===== src/design/wb_core_pkg.sv =====
`default_nettype none

package wb_core_pkg;

   // Bus geometry
   localparam int wb_dw  = 16;
   localparam int wb_aw  = 11;
   localparam int wb_sw  = 2;
   localparam int slot_w = 4;

   // Slot map, decoded from the top address bits
   localparam logic [slot_w-1:0] slot_board    = 4'd0;
   localparam logic [slot_w-1:0] slot_gpio     = 4'd4;
   localparam logic [slot_w-1:0] slot_settings = 4'd5;

   // Board register offsets in the low seven address bits
   localparam logic [6:0] reg_fast     = 7'd4;
   localparam logic [6:0] reg_switches = 7'd6;
   localparam logic [6:0] reg_flags    = 7'd8;

   // GPIO offsets in the low four address bits
   localparam logic [3:0] gpio_ddr = 4'd0;
   localparam logic [3:0] gpio_out = 4'd2;
   localparam logic [3:0] gpio_in  = 4'd4;

   localparam logic [wb_dw-1:0] bad_read_value = 16'hBEEF;

   // Setting word, built from two bus halves and consumed whole
   typedef union packed {
      logic [31:0] raw;
      struct packed {
         logic [15:0] hi;
         logic [15:0] lo;
      } halves;
   } set_word_t;

endpackage

`default_nettype wire


===== src/design/board_regs.sv =====
`timescale 1ns/1ps
`default_nettype none

module board_regs (
   input  logic                          wb_clk,
   input  logic                          wb_rst,
   input  logic [wb_core_pkg::wb_aw-1:0] adr_i,
   input  logic [wb_core_pkg::wb_dw-1:0] dat_i,
   input  logic                          we_i,
   input  logic                          cyc_i,
   input  logic                          stb_i,
   output logic [wb_core_pkg::wb_dw-1:0] dat_o,
   output logic                          ack_o,
   input  logic [7:0]                    switch_i,
   input  logic [2:0]                    button_i,
   output logic [2:0]                    led_o,
   output logic [3:0]                    flags_o
);

   import wb_core_pkg::*;

   logic [wb_dw-1:0] fast_r;
   logic [3:0]       flags_r;
   logic [6:0]       offset;
   logic             wr_en;

   assign offset = adr_i[6:0];
   assign wr_en  = cyc_i & stb_i & we_i;

   always_ff @(posedge wb_clk) begin
      if (wb_rst) begin
         fast_r  <= '0;
         flags_r <= '0;
      end else if (wr_en) begin
         if (offset == reg_fast) fast_r <= dat_i;
         if (offset == reg_flags) flags_r <= dat_i[3:0];
      end
   end

   // Readback, unknown offsets give a recognisable pattern
   always_comb begin
      case (offset)
         reg_fast:     dat_o = fast_r;
         reg_switches: dat_o = {5'b0, button_i, switch_i};
         default:      dat_o = bad_read_value;
      endcase
   end

   assign ack_o   = cyc_i & stb_i;
   assign led_o   = fast_r[2:0];
   assign flags_o = flags_r;

endmodule

`default_nettype wire


===== src/design/gpio16.sv =====
`timescale 1ns/1ps
`default_nettype none

module gpio16 #(
   parameter int gpio_w = 16
) (
   input  logic                          wb_clk,
   input  logic                          wb_rst,
   input  logic [wb_core_pkg::wb_aw-1:0] adr_i,
   input  logic [wb_core_pkg::wb_dw-1:0] dat_i,
   input  logic                          we_i,
   input  logic                          cyc_i,
   input  logic                          stb_i,
   output logic [wb_core_pkg::wb_dw-1:0] dat_o,
   output logic                          ack_o,
   input  logic [gpio_w-1:0]             gpio_i,
   output logic [gpio_w-1:0]             gpio_o,
   output logic [gpio_w-1:0]             gpio_oe_o
);

   import wb_core_pkg::*;

   logic [gpio_w-1:0] ddr_r;
   logic [gpio_w-1:0] out_r;
   logic [gpio_w-1:0] sync1;
   logic [gpio_w-1:0] sync2;
   logic [3:0]        offset;
   logic              wr_en;

   assign offset = adr_i[3:0];
   assign wr_en  = cyc_i & stb_i & we_i;

   always_ff @(posedge wb_clk) begin
      if (wb_rst) begin
         ddr_r <= '0;
         out_r <= '0;
      end else if (wr_en) begin
         if (offset == gpio_ddr) ddr_r <= dat_i[gpio_w-1:0];
         if (offset == gpio_out) out_r <= dat_i[gpio_w-1:0];
      end
   end

   // Pins are asynchronous, two flops before the bus sees them
   always_ff @(posedge wb_clk) begin
      sync1 <= gpio_i;
      sync2 <= sync1;
   end

   always_comb begin
      case (offset)
         gpio_ddr: dat_o = wb_dw'(ddr_r);
         gpio_out: dat_o = wb_dw'(out_r);
         gpio_in:  dat_o = wb_dw'(sync2);
         default:  dat_o = '0;
      endcase
   end

   assign ack_o     = cyc_i & stb_i;
   assign gpio_o    = out_r;
   assign gpio_oe_o = ddr_r;

endmodule

`default_nettype wire


===== src/design/settings_bus_16le.sv =====
`timescale 1ns/1ps
`default_nettype none

module settings_bus_16le (
   input  logic                          wb_clk,
   input  logic                          wb_rst,
   input  logic [wb_core_pkg::wb_aw-1:0] adr_i,
   input  logic [wb_core_pkg::wb_dw-1:0] dat_i,
   input  logic                          we_i,
   input  logic                          cyc_i,
   input  logic                          stb_i,
   output logic                          ack_o,
   output logic                          set_stb_o,
   output logic [7:0]                    set_addr_o,
   output wb_core_pkg::set_word_t        set_data_o
);

   import wb_core_pkg::*;

   logic [wb_dw-1:0] lo_r;
   logic             wr_lo;
   logic             wr_hi;

   // Address bit 1 picks the half, low half goes first
   assign wr_lo = cyc_i & stb_i & we_i & ~adr_i[1];
   assign wr_hi = cyc_i & stb_i & we_i & adr_i[1];

   always_ff @(posedge wb_clk) begin
      if (wr_lo) begin
         lo_r <= dat_i;
      end
   end

   // High half completes the word
   always_ff @(posedge wb_clk) begin
      if (wr_hi) begin
         set_data_o.halves.hi <= dat_i;
         set_data_o.halves.lo <= lo_r;
         set_addr_o           <= adr_i[9:2];
      end
   end

   // Strobe lasts one cycle after each high-half write
   always_ff @(posedge wb_clk) begin
      if (wb_rst) begin
         set_stb_o <= 1'b0;
      end else begin
         set_stb_o <= wr_hi;
      end
   end

   assign ack_o = cyc_i & stb_i;

endmodule

`default_nettype wire


===== src/design/wb_core.sv =====
`timescale 1ns/1ps
`default_nettype none

module wb_core #(
   parameter int gpio_w = 16
) (
   input  logic                          wb_clk,
   input  logic                          wb_rst,
   // Host port
   input  logic                          req_valid_i,
   input  logic                          req_we_i,
   input  logic [wb_core_pkg::wb_aw-1:0] req_adr_i,
   input  logic [wb_core_pkg::wb_dw-1:0] req_dat_i,
   input  logic [wb_core_pkg::wb_sw-1:0] req_sel_i,
   output logic                          req_ready_o,
   output logic                          rsp_valid_o,
   output logic [wb_core_pkg::wb_dw-1:0] rsp_dat_o,
   output logic                          rsp_err_o,
   input  logic                          rsp_ready_i,
   // Board
   input  logic [7:0]                    switch_i,
   input  logic [2:0]                    button_i,
   output logic [2:0]                    led_o,
   output logic [3:0]                    flags_o,
   // General-purpose pins
   input  logic [gpio_w-1:0]             gpio_i,
   output logic [gpio_w-1:0]             gpio_o,
   output logic [gpio_w-1:0]             gpio_oe_o,
   // Settings
   output logic                          set_stb_o,
   output logic [7:0]                    set_addr_o,
   output wb_core_pkg::set_word_t        set_data_o
);

   import wb_core_pkg::*;

   // Master bus
   logic [wb_aw-1:0] m_adr;
   logic [wb_dw-1:0] m_dat_mosi;
   logic [wb_dw-1:0] m_dat_miso;
   logic [wb_sw-1:0] m_sel;
   logic             m_we, m_cyc, m_stb, m_ack, m_err;

   // Slave side
   logic [wb_aw-1:0] s_adr;
   logic [wb_dw-1:0] s_dat_mosi;
   logic             s_we;
   logic [wb_dw-1:0] s0_dat_miso, s4_dat_miso;
   logic             s0_cyc, s0_stb, s0_ack;
   logic             s4_cyc, s4_stb, s4_ack;
   logic             s5_cyc, s5_stb, s5_ack;

   ////////////////////////////////////////////////////////////////////////////
   // Host request port to Wishbone master

   wb_host_bridge wb_host_bridge_inst (
      .wb_clk(wb_clk), .wb_rst(wb_rst),
      .req_valid_i(req_valid_i), .req_we_i(req_we_i), .req_adr_i(req_adr_i),
      .req_dat_i(req_dat_i), .req_sel_i(req_sel_i), .req_ready_o(req_ready_o),
      .rsp_valid_o(rsp_valid_o), .rsp_dat_o(rsp_dat_o), .rsp_err_o(rsp_err_o),
      .rsp_ready_i(rsp_ready_i),
      .wb_adr_o(m_adr), .wb_dat_o(m_dat_mosi), .wb_sel_o(m_sel), .wb_we_o(m_we),
      .wb_cyc_o(m_cyc), .wb_stb_o(m_stb),
      .wb_dat_i(m_dat_miso), .wb_ack_i(m_ack), .wb_err_i(m_err)
   );

   ////////////////////////////////////////////////////////////////////////////
   // Intercon, sixteen slots with three populated

   // No slave uses byte selects, and slot 5 is write-only so it reads zero
   wb_intercon wb_intercon_inst (
      .m_adr_i(m_adr), .m_dat_i(m_dat_mosi), .m_sel_i(m_sel), .m_we_i(m_we),
      .m_cyc_i(m_cyc), .m_stb_i(m_stb),
      .m_dat_o(m_dat_miso), .m_ack_o(m_ack), .m_err_o(m_err),
      .s_adr_o(s_adr), .s_dat_o(s_dat_mosi), .s_sel_o(), .s_we_o(s_we),
      .s0_cyc_o(s0_cyc), .s0_stb_o(s0_stb), .s0_dat_i(s0_dat_miso), .s0_ack_i(s0_ack),
      .s4_cyc_o(s4_cyc), .s4_stb_o(s4_stb), .s4_dat_i(s4_dat_miso), .s4_ack_i(s4_ack),
      .s5_cyc_o(s5_cyc), .s5_stb_o(s5_stb), .s5_dat_i('0), .s5_ack_i(s5_ack)
   );

   ////////////////////////////////////////////////////////////////////////////
   // Slaves

   board_regs board_regs_inst (
      .wb_clk(wb_clk), .wb_rst(wb_rst),
      .adr_i(s_adr), .dat_i(s_dat_mosi), .we_i(s_we), .cyc_i(s0_cyc), .stb_i(s0_stb),
      .dat_o(s0_dat_miso), .ack_o(s0_ack),
      .switch_i(switch_i), .button_i(button_i), .led_o(led_o), .flags_o(flags_o)
   );

   gpio16 #(.gpio_w(gpio_w)) gpio16_inst (
      .wb_clk(wb_clk), .wb_rst(wb_rst),
      .adr_i(s_adr), .dat_i(s_dat_mosi), .we_i(s_we), .cyc_i(s4_cyc), .stb_i(s4_stb),
      .dat_o(s4_dat_miso), .ack_o(s4_ack),
      .gpio_i(gpio_i), .gpio_o(gpio_o), .gpio_oe_o(gpio_oe_o)
   );

   settings_bus_16le settings_bus_16le_inst (
      .wb_clk(wb_clk), .wb_rst(wb_rst),
      .adr_i(s_adr), .dat_i(s_dat_mosi), .we_i(s_we), .cyc_i(s5_cyc), .stb_i(s5_stb),
      .ack_o(s5_ack),
      .set_stb_o(set_stb_o), .set_addr_o(set_addr_o), .set_data_o(set_data_o)
   );

endmodule

`default_nettype wire


===== src/design/wb_host_bridge.sv =====
`timescale 1ns/1ps
`default_nettype none

module wb_host_bridge (
   input  logic                          wb_clk,
   input  logic                          wb_rst,
   // Host request side
   input  logic                          req_valid_i,
   input  logic                          req_we_i,
   input  logic [wb_core_pkg::wb_aw-1:0] req_adr_i,
   input  logic [wb_core_pkg::wb_dw-1:0] req_dat_i,
   input  logic [wb_core_pkg::wb_sw-1:0] req_sel_i,
   output logic                          req_ready_o,
   // Host response side
   output logic                          rsp_valid_o,
   output logic [wb_core_pkg::wb_dw-1:0] rsp_dat_o,
   output logic                          rsp_err_o,
   input  logic                          rsp_ready_i,
   // Wishbone master
   output logic [wb_core_pkg::wb_aw-1:0] wb_adr_o,
   output logic [wb_core_pkg::wb_dw-1:0] wb_dat_o,
   output logic [wb_core_pkg::wb_sw-1:0] wb_sel_o,
   output logic                          wb_we_o,
   output logic                          wb_cyc_o,
   output logic                          wb_stb_o,
   input  logic [wb_core_pkg::wb_dw-1:0] wb_dat_i,
   input  logic                          wb_ack_i,
   input  logic                          wb_err_i
);

   localparam logic [1:0] st_idle = 2'd0;
   localparam logic [1:0] st_bus  = 2'd1;
   localparam logic [1:0] st_rsp  = 2'd2;

   logic [1:0] state;

   // One transaction in flight: idle -> bus -> respond -> idle
   always_ff @(posedge wb_clk) begin
      if (wb_rst) begin
         state <= st_idle;
      end else begin
         case (state)
            st_idle: if (req_valid_i) state <= st_bus;
            st_bus:  if (wb_ack_i || wb_err_i) state <= st_rsp;
            st_rsp:  if (rsp_ready_i) state <= st_idle;
            default: state <= st_idle;
         endcase
      end
   end

   // Request held on the bus for the whole cycle
   always_ff @(posedge wb_clk) begin
      if (req_valid_i && req_ready_o) begin
         wb_adr_o <= req_adr_i;
         wb_dat_o <= req_dat_i;
         wb_sel_o <= req_sel_i;
         wb_we_o  <= req_we_i;
      end
   end

   // Capture the answer at the end of the bus cycle, writes return zero
   always_ff @(posedge wb_clk) begin
      if (wb_cyc_o && (wb_ack_i || wb_err_i)) begin
         rsp_dat_o <= wb_we_o ? '0 : wb_dat_i;
         rsp_err_o <= wb_err_i;
      end
   end

   assign req_ready_o = (state == st_idle);
   assign wb_cyc_o    = (state == st_bus);
   assign wb_stb_o    = wb_cyc_o;
   assign rsp_valid_o = (state == st_rsp);

endmodule

`default_nettype wire


===== src/design/wb_intercon.sv =====
`timescale 1ns/1ps
`default_nettype none

module wb_intercon (
   // Master side
   input  logic [wb_core_pkg::wb_aw-1:0] m_adr_i,
   input  logic [wb_core_pkg::wb_dw-1:0] m_dat_i,
   input  logic [wb_core_pkg::wb_sw-1:0] m_sel_i,
   input  logic                          m_we_i,
   input  logic                          m_cyc_i,
   input  logic                          m_stb_i,
   output logic [wb_core_pkg::wb_dw-1:0] m_dat_o,
   output logic                          m_ack_o,
   output logic                          m_err_o,
   // Shared slave signals
   output logic [wb_core_pkg::wb_aw-1:0] s_adr_o,
   output logic [wb_core_pkg::wb_dw-1:0] s_dat_o,
   output logic [wb_core_pkg::wb_sw-1:0] s_sel_o,
   output logic                          s_we_o,
   // Slot 0, board registers
   output logic                          s0_cyc_o,
   output logic                          s0_stb_o,
   input  logic [wb_core_pkg::wb_dw-1:0] s0_dat_i,
   input  logic                          s0_ack_i,
   // Slot 4, GPIO
   output logic                          s4_cyc_o,
   output logic                          s4_stb_o,
   input  logic [wb_core_pkg::wb_dw-1:0] s4_dat_i,
   input  logic                          s4_ack_i,
   // Slot 5, settings bus
   output logic                          s5_cyc_o,
   output logic                          s5_stb_o,
   input  logic [wb_core_pkg::wb_dw-1:0] s5_dat_i,
   input  logic                          s5_ack_i
);

   import wb_core_pkg::*;

   logic [slot_w-1:0] slot;
   logic              hit_s0;
   logic              hit_s4;
   logic              hit_s5;

   assign slot   = m_adr_i[wb_aw-1 -: slot_w];
   assign hit_s0 = (slot == slot_board);
   assign hit_s4 = (slot == slot_gpio);
   assign hit_s5 = (slot == slot_settings);

   assign s_adr_o = m_adr_i;
   assign s_dat_o = m_dat_i;
   assign s_sel_o = m_sel_i;
   assign s_we_o  = m_we_i;

   // Only the addressed slave sees the strobe
   assign s0_cyc_o = m_cyc_i & hit_s0;
   assign s0_stb_o = m_stb_i & hit_s0;
   assign s4_cyc_o = m_cyc_i & hit_s4;
   assign s4_stb_o = m_stb_i & hit_s4;
   assign s5_cyc_o = m_cyc_i & hit_s5;
   assign s5_stb_o = m_stb_i & hit_s5;

   always_comb begin
      if (hit_s0) begin
         m_dat_o = s0_dat_i;
      end else if (hit_s4) begin
         m_dat_o = s4_dat_i;
      end else if (hit_s5) begin
         m_dat_o = s5_dat_i;
      end else begin
         m_dat_o = '0;
      end
   end

   assign m_ack_o = (hit_s0 & s0_ack_i) | (hit_s4 & s4_ack_i) | (hit_s5 & s5_ack_i);

   // Empty slots answer at once so the master never hangs
   assign m_err_o = m_cyc_i & m_stb_i & ~(hit_s0 | hit_s4 | hit_s5);

endmodule

`default_nettype wire


===== config.mk =====
export PLATFORM = sky130hd
export DESIGN_NAME = wb_core
export DESIGN_NICKNAME = d
export VERILOG_FILES = /design/src/design/wb_core_pkg.sv /design/src/design/board_regs.sv /design/src/design/gpio16.sv /design/src/design/settings_bus_16le.sv /design/src/design/wb_core.sv /design/src/design/wb_host_bridge.sv /design/src/design/wb_intercon.sv
export SDC_FILE = /design/constraint.sdc
export NUM_CORES = 1
export LEC_CHECK = 0
export ABC_CLOCK_PERIOD_IN_PS = 2600
export BUFFER_PORTS_ARGS = -buffer_cell sky130_fd_sc_hd__buf_2
export CELL_PAD_IN_SITES_DETAIL_PLACEMENT = 1
export CELL_PAD_IN_SITES_GLOBAL_PLACEMENT = 2
export CORE_UTILIZATION = 36
export CTS_BUF_LIST = sky130_fd_sc_hd__clkbuf_8 sky130_fd_sc_hd__clkbuf_16
export DETAILED_ROUTE_END_ITERATION = 12
export PLACE_DENSITY_LB_ADDON = 0.1
export SYNTH_ARGS = -nofsm -noshare
export SYNTH_HDL_FRONTEND = slang
export SYNTH_HIERARCHICAL = 1
export SYNTH_SLANG_ARGS = --single-unit
export TNS_END_PERCENT = 1

===== constraint.sdc =====
create_clock -name wb_clk -period 2.6 [get_ports wb_clk]
set_input_delay 0.52 -clock wb_clk [delete_from_list [all_inputs] [get_ports wb_clk]]
set_output_delay 0.52 -clock wb_clk [all_outputs]
set_load 0.01 [all_outputs]

==> results of run 1 <==
## area by class of cell
cell class | count | area (sq um) | share of cell area (%)
Clock buffer | 17 | 425 | 4.72
Sequential cell | 188 | 4770 | 52.9
Multi-Input combinational cell | 323 | 2240 | 24.8
Clock inverter | 15 | 153 | 1.69
Timing Repair Buffer | 184 | 1030 | 11.4
Inverter | 17 | 63.8 | 0.707
Antenna cell | 1 | 2.50 | 0.0277
Tap cell | 270 | 338 | 3.75
## flip-flops by register name (all words and copies together) (netlist names), 11 cells and up
signal and cells:
settings_bus_16le_inst/set_data_o 32, wb_host_bridge_inst/rsp_dat_o 16, gpio16_inst/gpio_oe_o 16, settings_bus_16le_inst/lo_r 16, wb_host_bridge_inst/wb_adr_o 11, gpio16_inst/sync2 16, wb_host_bridge_inst/wb_dat_o 16, gpio16_inst/gpio_o 16
board_regs_inst/fast_r 16, gpio16_inst/sync1 16
## stage by stage
step / total power [uW] / instances / hold slack (ps)
2_1_floorplan: 3440 / 590 / 310
3_3_place_gp: 3550 / 982 / 313
3_5_place_dp: 3560 / 982 / 313
4_1_cts: 6100 / 1014 / 159
5_1_grt: 6240 / 1015 / 160
6_report: 6030 / 1015 / 178
## cells in the final DEF, fill, tap and decap left out, drive strengths merged, types with 17 or more instances in the layout
cell and count:
nand2b 60, o21ai 19, mux2i 41, dfxtp 87
clkbuf 17, nor2 24, nand2 25, nor2b 19
edfxtp 101, inv 25, a21oi 27, buf 184
## per-layer routing
metal / part of all wire [%] / routed length [um] / GRT usage (%)
met3: 3.3 / 639 / 3.68
met1: 42 / 8070 / 22.1
met5: 0 / 0 / 0
met4: 1.5 / 291 / 6.53
met2: 53 / 10300 / 34.4
## final timing paths
| path | cells after the start | start | endpoint | slack, ps |
|---|---|---|---|---|
| worst max-delay path | 5 | wb_host_bridge_inst/wb_adr_o[8] | board_regs_inst/fast_r[2] | 230 |
| worst max register to register | 5 | wb_host_bridge_inst/wb_adr_o[8] | board_regs_inst/fast_r[2] | 230 |
| worst min register to register | 0 | gpio16_inst/sync1[1] | gpio16_inst/sync2[1] | 330 |
| worst min-delay path | 1 | gpio_i[5] | gpio16_inst/sync1[5] | 180 |
## power breakdown
part           internal, uW  switching (uW)  leakage [uW]
clock network          1280            1270      0.000278
registers              3180            45.0       0.00165
logic                   108             147       0.00175
## worst register-to-register path, delay by kind of cell, from the launching register on
family           cells  cell delay (ps)
DFF                  1              440
muxes                1              230
and+or+nand+nor      4             1620
==> qor.yml, run 1 <==
floorplanning:
  ios: 160
  initial_core_util_pct: 36.6
  fp-row-count: 52
  die_area_sq_um: 21100
  die_w_um: 145
  die_h_um: 145
  core_sq_um: 20200
routing:
  vias: 4914
  drt-total-wl_um: 19300
  drt_iter0_drc: 246
  dr.pass1.iters: 5
  drc: 0
  avgViaCountPerCell: 4.84
  wl_per_cell_um: 19.0
  ant_nets: 0
placement:
  dpl_cell_area_sq_um: 8440
  dp.final_hpwl_um: 13900
  place_ws_ps: 254
  gp_congestion: 0.748
  port_buffers: 157
global_routing:
  grt_max_degree: 39
  grt_usage_pct: 18.9
  grt_pass1_vias: 5206
  grt_antenna_before_repair: 1
  grt_pass1_wl_um: 29700
  overflow: 0
sta:
  final_max_slew_viol_count: 0
  rsz0062_at_grt: "false"
  fin_worst_skew_ps: 14.6
  hold_violations: 0
  setup_violations: 0
  fin_crit_sh_pct: 91.1
  slew_headroom_pct: 36.2
  worst_pin_slew_ps: 955
  fmax_mhz: 422
  period_minus_slack_ps: 2370
  tns_ps: 0
  worst_slack_ps: 230
power_and_ir_drop:
  cellPowerDensity_nw_per_um2: 669
  ir_drop_uv: 380
  p_leak_uw: 0.00368
clock_tree:
  cts_buffer_depth: 2
  clk_pin_slew_ps: 80
  numClockSinks: 188
  cts_inserted_buffers: 17
  post_cts_buffers: 0
  hold_buffers: 0
  clock_latency_ps: 440
  cts_tree: "done"
  ctsRootBufferMaster: "clkbuf_16"
  cts_max_level: 4
  post_cts_resize_count: 0
critical_path:
  startpoint_type: "flip-flop"
  cp_max_fo: 13
  cp_top_family: "simple AND/OR/NAND/NOR gates"
  worst-path-buf-inv: 0
  crit_path_max_incr_delay_ps: 480
  crit_slowest_cell: "nand3_1"
  path_cells: "nor3_2 -> and3_1 -> nand3_1 -> nor3_4 -> mux2i_1"
  crit_required_ps: 2960
  endpoint_kind: "flip-flop"
  crit_type: "reg -> reg"
  arrival_ps: 2730
synthesis:
  avgSynthCellArea_sq_um: 12.8
  synthCells: 575
  ys_warn_count: 6
  synth_area_sq_um: 7380
layout:
  syn_to_final_growth_pct: 22.1
  drive_gt1_share_pct: 32.7
  fin_util_pct: 44.7
  nNetsFinal: 792
  design_area_sq_um: 9020
  fill_cells: 2189
run:
  cap_viol_max_count: 0
outcome:
  status: "complete, no violations"
worst_hold_path:
  hold_class: "in -> reg"
Note: power is estimated with default switching activity, not from simulation.
==> inputs of run 2 (changes only) <==
PLACE_DENSITY_LB_ADDON = 0.15   (was 0.1)
==> run 2 against run 1 <==
Global-route usage increased by 0.087 points. First-iteration DRC count increased by 30%. Clock skew decreased by 3.3 ps. Highest routed layer unchanged.
==> qor.yml, run 2 (synthesis results as in run 1) <==
clock_tree:
  cts_buffer_depth: 2  # unchanged
  hold_buffers: 0  # unchanged
  post_cts_buffers: 0  # unchanged
  numClockSinks: 188  # unchanged
  cts_max_level: 4  # unchanged
  cts_inserted_buffers: 17  # unchanged
  clock_latency_ps: 430  # about the same
  post_cts_resize_count: 0  # unchanged
  cts_tree: "done"
  clk_pin_slew_ps: 70  # about the same
  ctsRootBufferMaster: "clkbuf_16"
routing:
  drt_iter0_drc: 320  # +30%
  avgViaCountPerCell: 4.86  # +0.41%
  ant_nets: 0  # unchanged
  drt-total-wl_um: 19300  # about the same
  vias: 4910  # -0.081%
  drc: 0  # unchanged
  dr.pass1.iters: 7  # +2
  wl_per_cell_um: 19.1  # +0.57%
floorplanning:
  die_area_sq_um: 21100  # unchanged
  fp-row-count: 52  # unchanged
  initial_core_util_pct: 36.6  # unchanged
  die_w_um: 145  # unchanged
  die_h_um: 145  # unchanged
  ios: 160  # unchanged
  core_sq_um: 20200  # unchanged
global_routing:
  overflow: 0  # unchanged
  grt_pass1_vias: 5314  # +2.1%
  grt_antenna_before_repair: 0  # -1
  grt_usage_pct: 19.0  # +0.087 points
  grt_pass1_wl_um: 30200  # +1.4%
  grt_max_degree: 42  # +7.7%
sta:
  fin_crit_sh_pct: 91.7  # +0.58 points
  fmax_mhz: 419  # -0.64%
  fin_worst_skew_ps: 11.3  # -3.31 ps
  period_minus_slack_ps: 2380  # +15.2 ps
  final_max_slew_viol_count: 0  # unchanged
  setup_violations: 0  # unchanged
  rsz0062_at_grt: "false"
  slew_headroom_pct: 51.8  # +16 points
  worst_pin_slew_ps: 721  # -234 ps
  tns_ps: 0  # unchanged
  hold_violations: 0  # unchanged
layout:
  syn_to_final_growth_pct: 21.0
  final_cell_mix: "157 x buf_2, 101 x edfxtp_1, 87 x dfxtp_1, 60 x nand2b_1, 41 x mux2i_1"
  nNetsFinal: 788  # -0.51%
  diodes: 0  # -1
  fin_util_pct: 44.3  # -0.42 points
  largest_register_ffs: 32  # unchanged
  regMostFlops: "settings_bus_16le_inst/set_data_o"
  design_area_sq_um: 8940  # -0.93%
  drive_gt1_share_pct: 32.0  # -0.63 points
  final_common_cell: "buf_2"
power_and_ir_drop:
  p_sw_uw: 1360  # -7.1%
  combPwrFrac_pct: 4.0  # -0.2 points
  ir_drop_uv: 403  # +6.2%
  p_int_uw: 4630  # +1.2%
  clockPowerShare_pct: 41.9  # -0.4 points
  p_leak_uw: 0.00365  # -0.75%
  p_seq_share_pct: 54.2  # +0.7 points
  cellPowerDensity_nw_per_um2: 670  # +0.10%
  fin_total_pwr_uw: 5980  # -0.83%
  netSwitchingFraction_pct: 22.7  # -1.5 points
worst_hold_path:
  hold_class: "in -> reg"
critical_path:
  crit_type: "reg -> reg"
  arrival_ps: 2740  # about the same
  startpoint_type: "flip-flop"
  endpoint_kind: "flip-flop"
  crit_required_ps: 2950  # about the same
  cp_max_fo: 13  # unchanged
  reg2reg_slack_ps: 220  # -20 ps
placement:
  dp.final_hpwl_um: 13700  # -1.3%
  port_buffers: 157  # unchanged
  gp_congestion: 0.762  # +1.9%
  dpl_cell_area_sq_um: 8370  # -0.80%
run:
  cap_viol_max_count: 0  # unchanged
outcome:
  status: "complete, no violations"
run 2: cell types whose count changed in the layout (fill, tap and decap cells not counted), moves of 2 or more:
cell | previous run | this run
buf_12 | 3 | 0
inv_1 | 17 | 19
clkinv_4 | 0 | 2
clkinv_8 | 3 | 0
run 2: cell type report:
class                           count  area, sq um
Fill cell                        2211        11200
Tap cell                          270          338
Multi-Input combinational cell    323         2240
Inverter                           17         63.8
Timing Repair Buffer              180          958
Clock buffer                       17          425
Clock inverter                     15          139
Sequential cell                   188         4770
run 2: worst max-delay path, stage by stage (launching register included):
cell and delay, ps:
edfxtp_1 450, nor3_2 390, and3_1 240, nand3_1 510
nor3_4 500, mux2i_1 230
run 2: power groups by stage:
stage	combinational [uW]	sequential [uW]	clock, uW
finish	237	3240	2510
global route	262	3250	2690
CTS	240	3240	2580
detailed placement	238	3310	0
global placement	228	3310	0
floorplan	180	3260	0
run 2: per-layer routing:
layer  track usage [%]  vias up  share of wire (%)
li1                  -     2337                  -
met1              22.4     2432                 42
met2              34.8      129                 54
met3              4.50       12                3.6
met4              4.37        0               0.91
met5                 0        -                  0
run 2: final timing paths:
path,startpoint,to,cells after the start
setup / recovery,wb_host_bridge_inst/wb_adr_o[8],board_regs_inst/fast_r[3],5
hold / removal,gpio_i[10],gpio16_inst/sync1[10],1
setup reg to reg,wb_host_bridge_inst/wb_adr_o[8],board_regs_inst/fast_r[3],5
hold reg to reg,gpio16_inst/sync1[0],gpio16_inst/sync2[0],0
run 2: per-stage QoR:
stage	std cells	hold slack (ps)	setup slack [ps]
6_report	1010	187	215
5_1_grt	1010	157	31.3
4_1_cts	1010	171	188
3_5_place_dp	978	313	225
3_3_place_gp	978	311	344
2_1_floorplan	590	310	292
==> inputs of run 3 (changes only) <==
ABC_CLOCK_PERIOD_IN_PS = 3000   (was 2600)
CORE_UTILIZATION = 39   (was 36)
PLACE_DENSITY_LB_ADDON = 0.08   (was 0.15)
clock period = 3 ns   (was 2.6 ns; I/O delays follow)
==> run 3 against run 2 <==
Maximum frequency is 5.4% lower. Sequential power is 13% lower. Clock power is 12% lower. Via count hardly changed. Final area is 0.60% lower. Global-route usage is 1.6 points higher. Die area is 7.6% lower. Setup slack better by 260 ps. Non-clock buffer count is 4 lower. Sequential share of layout area is 0.32 points higher. Highest routed layer unchanged.
==> qor.yml, run 3 (synthesis results as in run 1) <==
outcome:
  status: "complete, no violations"
global_routing:
  top_usage_layer: "met2"
  met3_usage_pct: 3.27  # -1.2 points
  overflow: 0  # unchanged
  grt_util_met1_pct: 24.0  # +1.6 points
  grt_usage_pct: 20.7  # +1.6 points
  use_met2_pct: 37.5  # +2.7 points
  grt_pass1_vias: 5366  # +0.98%
  grt_antenna_before_repair: 0  # unchanged
  grt_pass1_wl_um: 29900  # -0.90%
  grt_max_degree: 48  # +14%
floorplanning:
  initial_core_util_pct: 40.4  # +3.8 points
  die_h_um: 140  # -3.9%
  fp-row-count: 49  # -5.8%
  die_w_um: 140  # -3.9%
  core_sq_um: 18300  # -9.4%
  ios: 160  # unchanged
  die_area_sq_um: 19500  # -7.6%
power_and_ir_drop:
  fin_total_pwr_uw: 5230  # -13%
  cellPowerDensity_nw_per_um2: 589  # -12%
  p_leak_uw: 0.00364  # -0.45%
  ir_drop_uv: 371  # -8.1%
clock_tree:
  cts_max_level: 4  # unchanged
  cts_buffer_depth: 2  # unchanged
  cts_tree: "done"
  ctsRootBufferMaster: "clkbuf_16"
  clock_latency_ps: 430  # about the same
  post_cts_buffers: 0  # unchanged
  post_cts_resize_count: 0  # unchanged
  numClockSinks: 188  # unchanged
  cts_inserted_buffers: 17  # unchanged
  hold_buffers: 0  # unchanged
  clk_pin_slew_ps: 70  # about the same
worst_hold_path:
  hold_start: "gpio_i[8]"
  hold_class: "in -> reg"
placement:
  dp.final_hpwl_um: 13400  # -1.7%
  gp_congestion: 0.794  # +4.2%
  port_buffers: 157  # unchanged
  place_ws_ps: 493  # +268 ps
  place_inst: 933  # -4.6%
routing:
  wl_per_cell_um: 19.6  # +2.6%
  drt-total-wl_um: 18900  # -2.0%
  ant_nets: 0  # unchanged
  dr.pass1.iters: 7  # unchanged
  drc: 0  # unchanged
  drt_iter0_drc: 311  # -2.8%
  vias: 4911  # +0.020%
  avgViaCountPerCell: 5.09  # +4.7%
critical_path:
  cp_max_fo: 20  # +7
  crit_required_ps: 3060  # +110 ps
  arrival_ps: 2590  # -150 ps
  crit_type: "reg -> reg"
  cp-startpoint: "wb_host_bridge_inst/wb_adr_o[8]"
  reg2reg_from: "wb_host_bridge_inst/wb_adr_o[8]"
  startpoint_type: "flip-flop"
  endpoint_kind: "flip-flop"
sta:
  tns_ps: 0  # unchanged
  fin_worst_skew_ps: 9.61  # -1.68 ps
  period_minus_slack_ps: 2520  # +136 ps
  final_max_slew_viol_count: 0  # unchanged
  worst_pin_slew_ps: 932  # +211 ps
  hold_violations: 0  # unchanged
  slew_headroom_pct: 37.5  # -14 points
  fin_crit_sh_pct: 84.0  # -7.7 points
  setup_violations: 0  # unchanged
  worst_slack_ps: 479  # +264 ps
  fmax_mhz: 397  # -5.4%
  rsz0062_at_grt: "false"
run:
  cap_viol_max_count: 0  # unchanged
layout:
  syn_to_final_growth_pct: 20.3
  drive_gt1_share_pct: 31.9  # -0.098 points
  multiInputGateArea_sq_um: 2240  # unchanged
  final_common_cell: "buf_2"
  final_cell_mix: "157 x buf_2, 101 x edfxtp_1, 87 x dfxtp_1, 60 x nand2b_1, 41 x mux2i_1"
  fill_cells: 1938  # -12%
  largest_register_ffs: 32  # unchanged
  fin_cells: 965  # -4.5%
  nNetsFinal: 784  # -0.51%
  diodes: 0  # unchanged
  seqCellArea_sq_um: 4770  # unchanged
  regMostFlops: "settings_bus_16le_inst/set_data_o"
[run 3: cell types whose count changed in the layout (fill, tap and decap cells not counted)]
cell        change
buf_12          +1
buf_4           -5
clkinv_1        -1
clkinv_2        -1
clkinvlp_4      +1
inv_1           -1
inv_6           +1
inv_8           +1
[run 3: worst max-delay path, cell delays in order (launching register included)]
cell      delay (ps)
edfxtp_1         450
and4bb_2         630
and2_1           230
and2_1           130
a22o_1           180
nor2_4            50
nor2b_4          470
[run 3: worst paths after layout]
path | endpoint | slack, ps | cells past startpoint
hold / removal | gpio16_inst/sync1[8] | 270 | 1
setup / recovery | wb_host_bridge_inst/rsp_dat_o[6] | 480 | 6
setup reg to reg | wb_host_bridge_inst/rsp_dat_o[6] | 480 | 6
hold reg to reg | gpio16_inst/sync2[8] | 330 | 0
[run 3: power breakdown]
group          total (uW)  internal [uW]  switching, uW
sequential           2810           2760           49.7
clock                2220           1180           1040
combinational         203           87.0            116
[run 3: stage by stage]
stage	area [sq um]	utilization (%)	hold WS [ps]
after floorplan	7440	-	310
after global placement	8300	45.4	313
after detailed placement	8300	45.4	313
after CTS	8880	48.6	249
after global routing	8880	48.6	254
final	8880	48.6	268
[run 3: per-layer routing]
layer	vias up	wire length, um
met5	-	0
met4	0	463
met3	21	577
met2	119	10100
met1	2448	7820
li1	2323	-
[run 3: layout make-up]
| type | instances | area share, % |
|---|---|---|
| clock inverters | 15 | 1.73 |
| flip-flops and latches | 188 | 53.8 |
| repair buffers | 176 | 10.6 |
| multi-input cells | 323 | 25.2 |
| inverters | 17 | 0.718 |
| well taps | 229 | 3.23 |
| clock buffers | 17 | 4.79 |
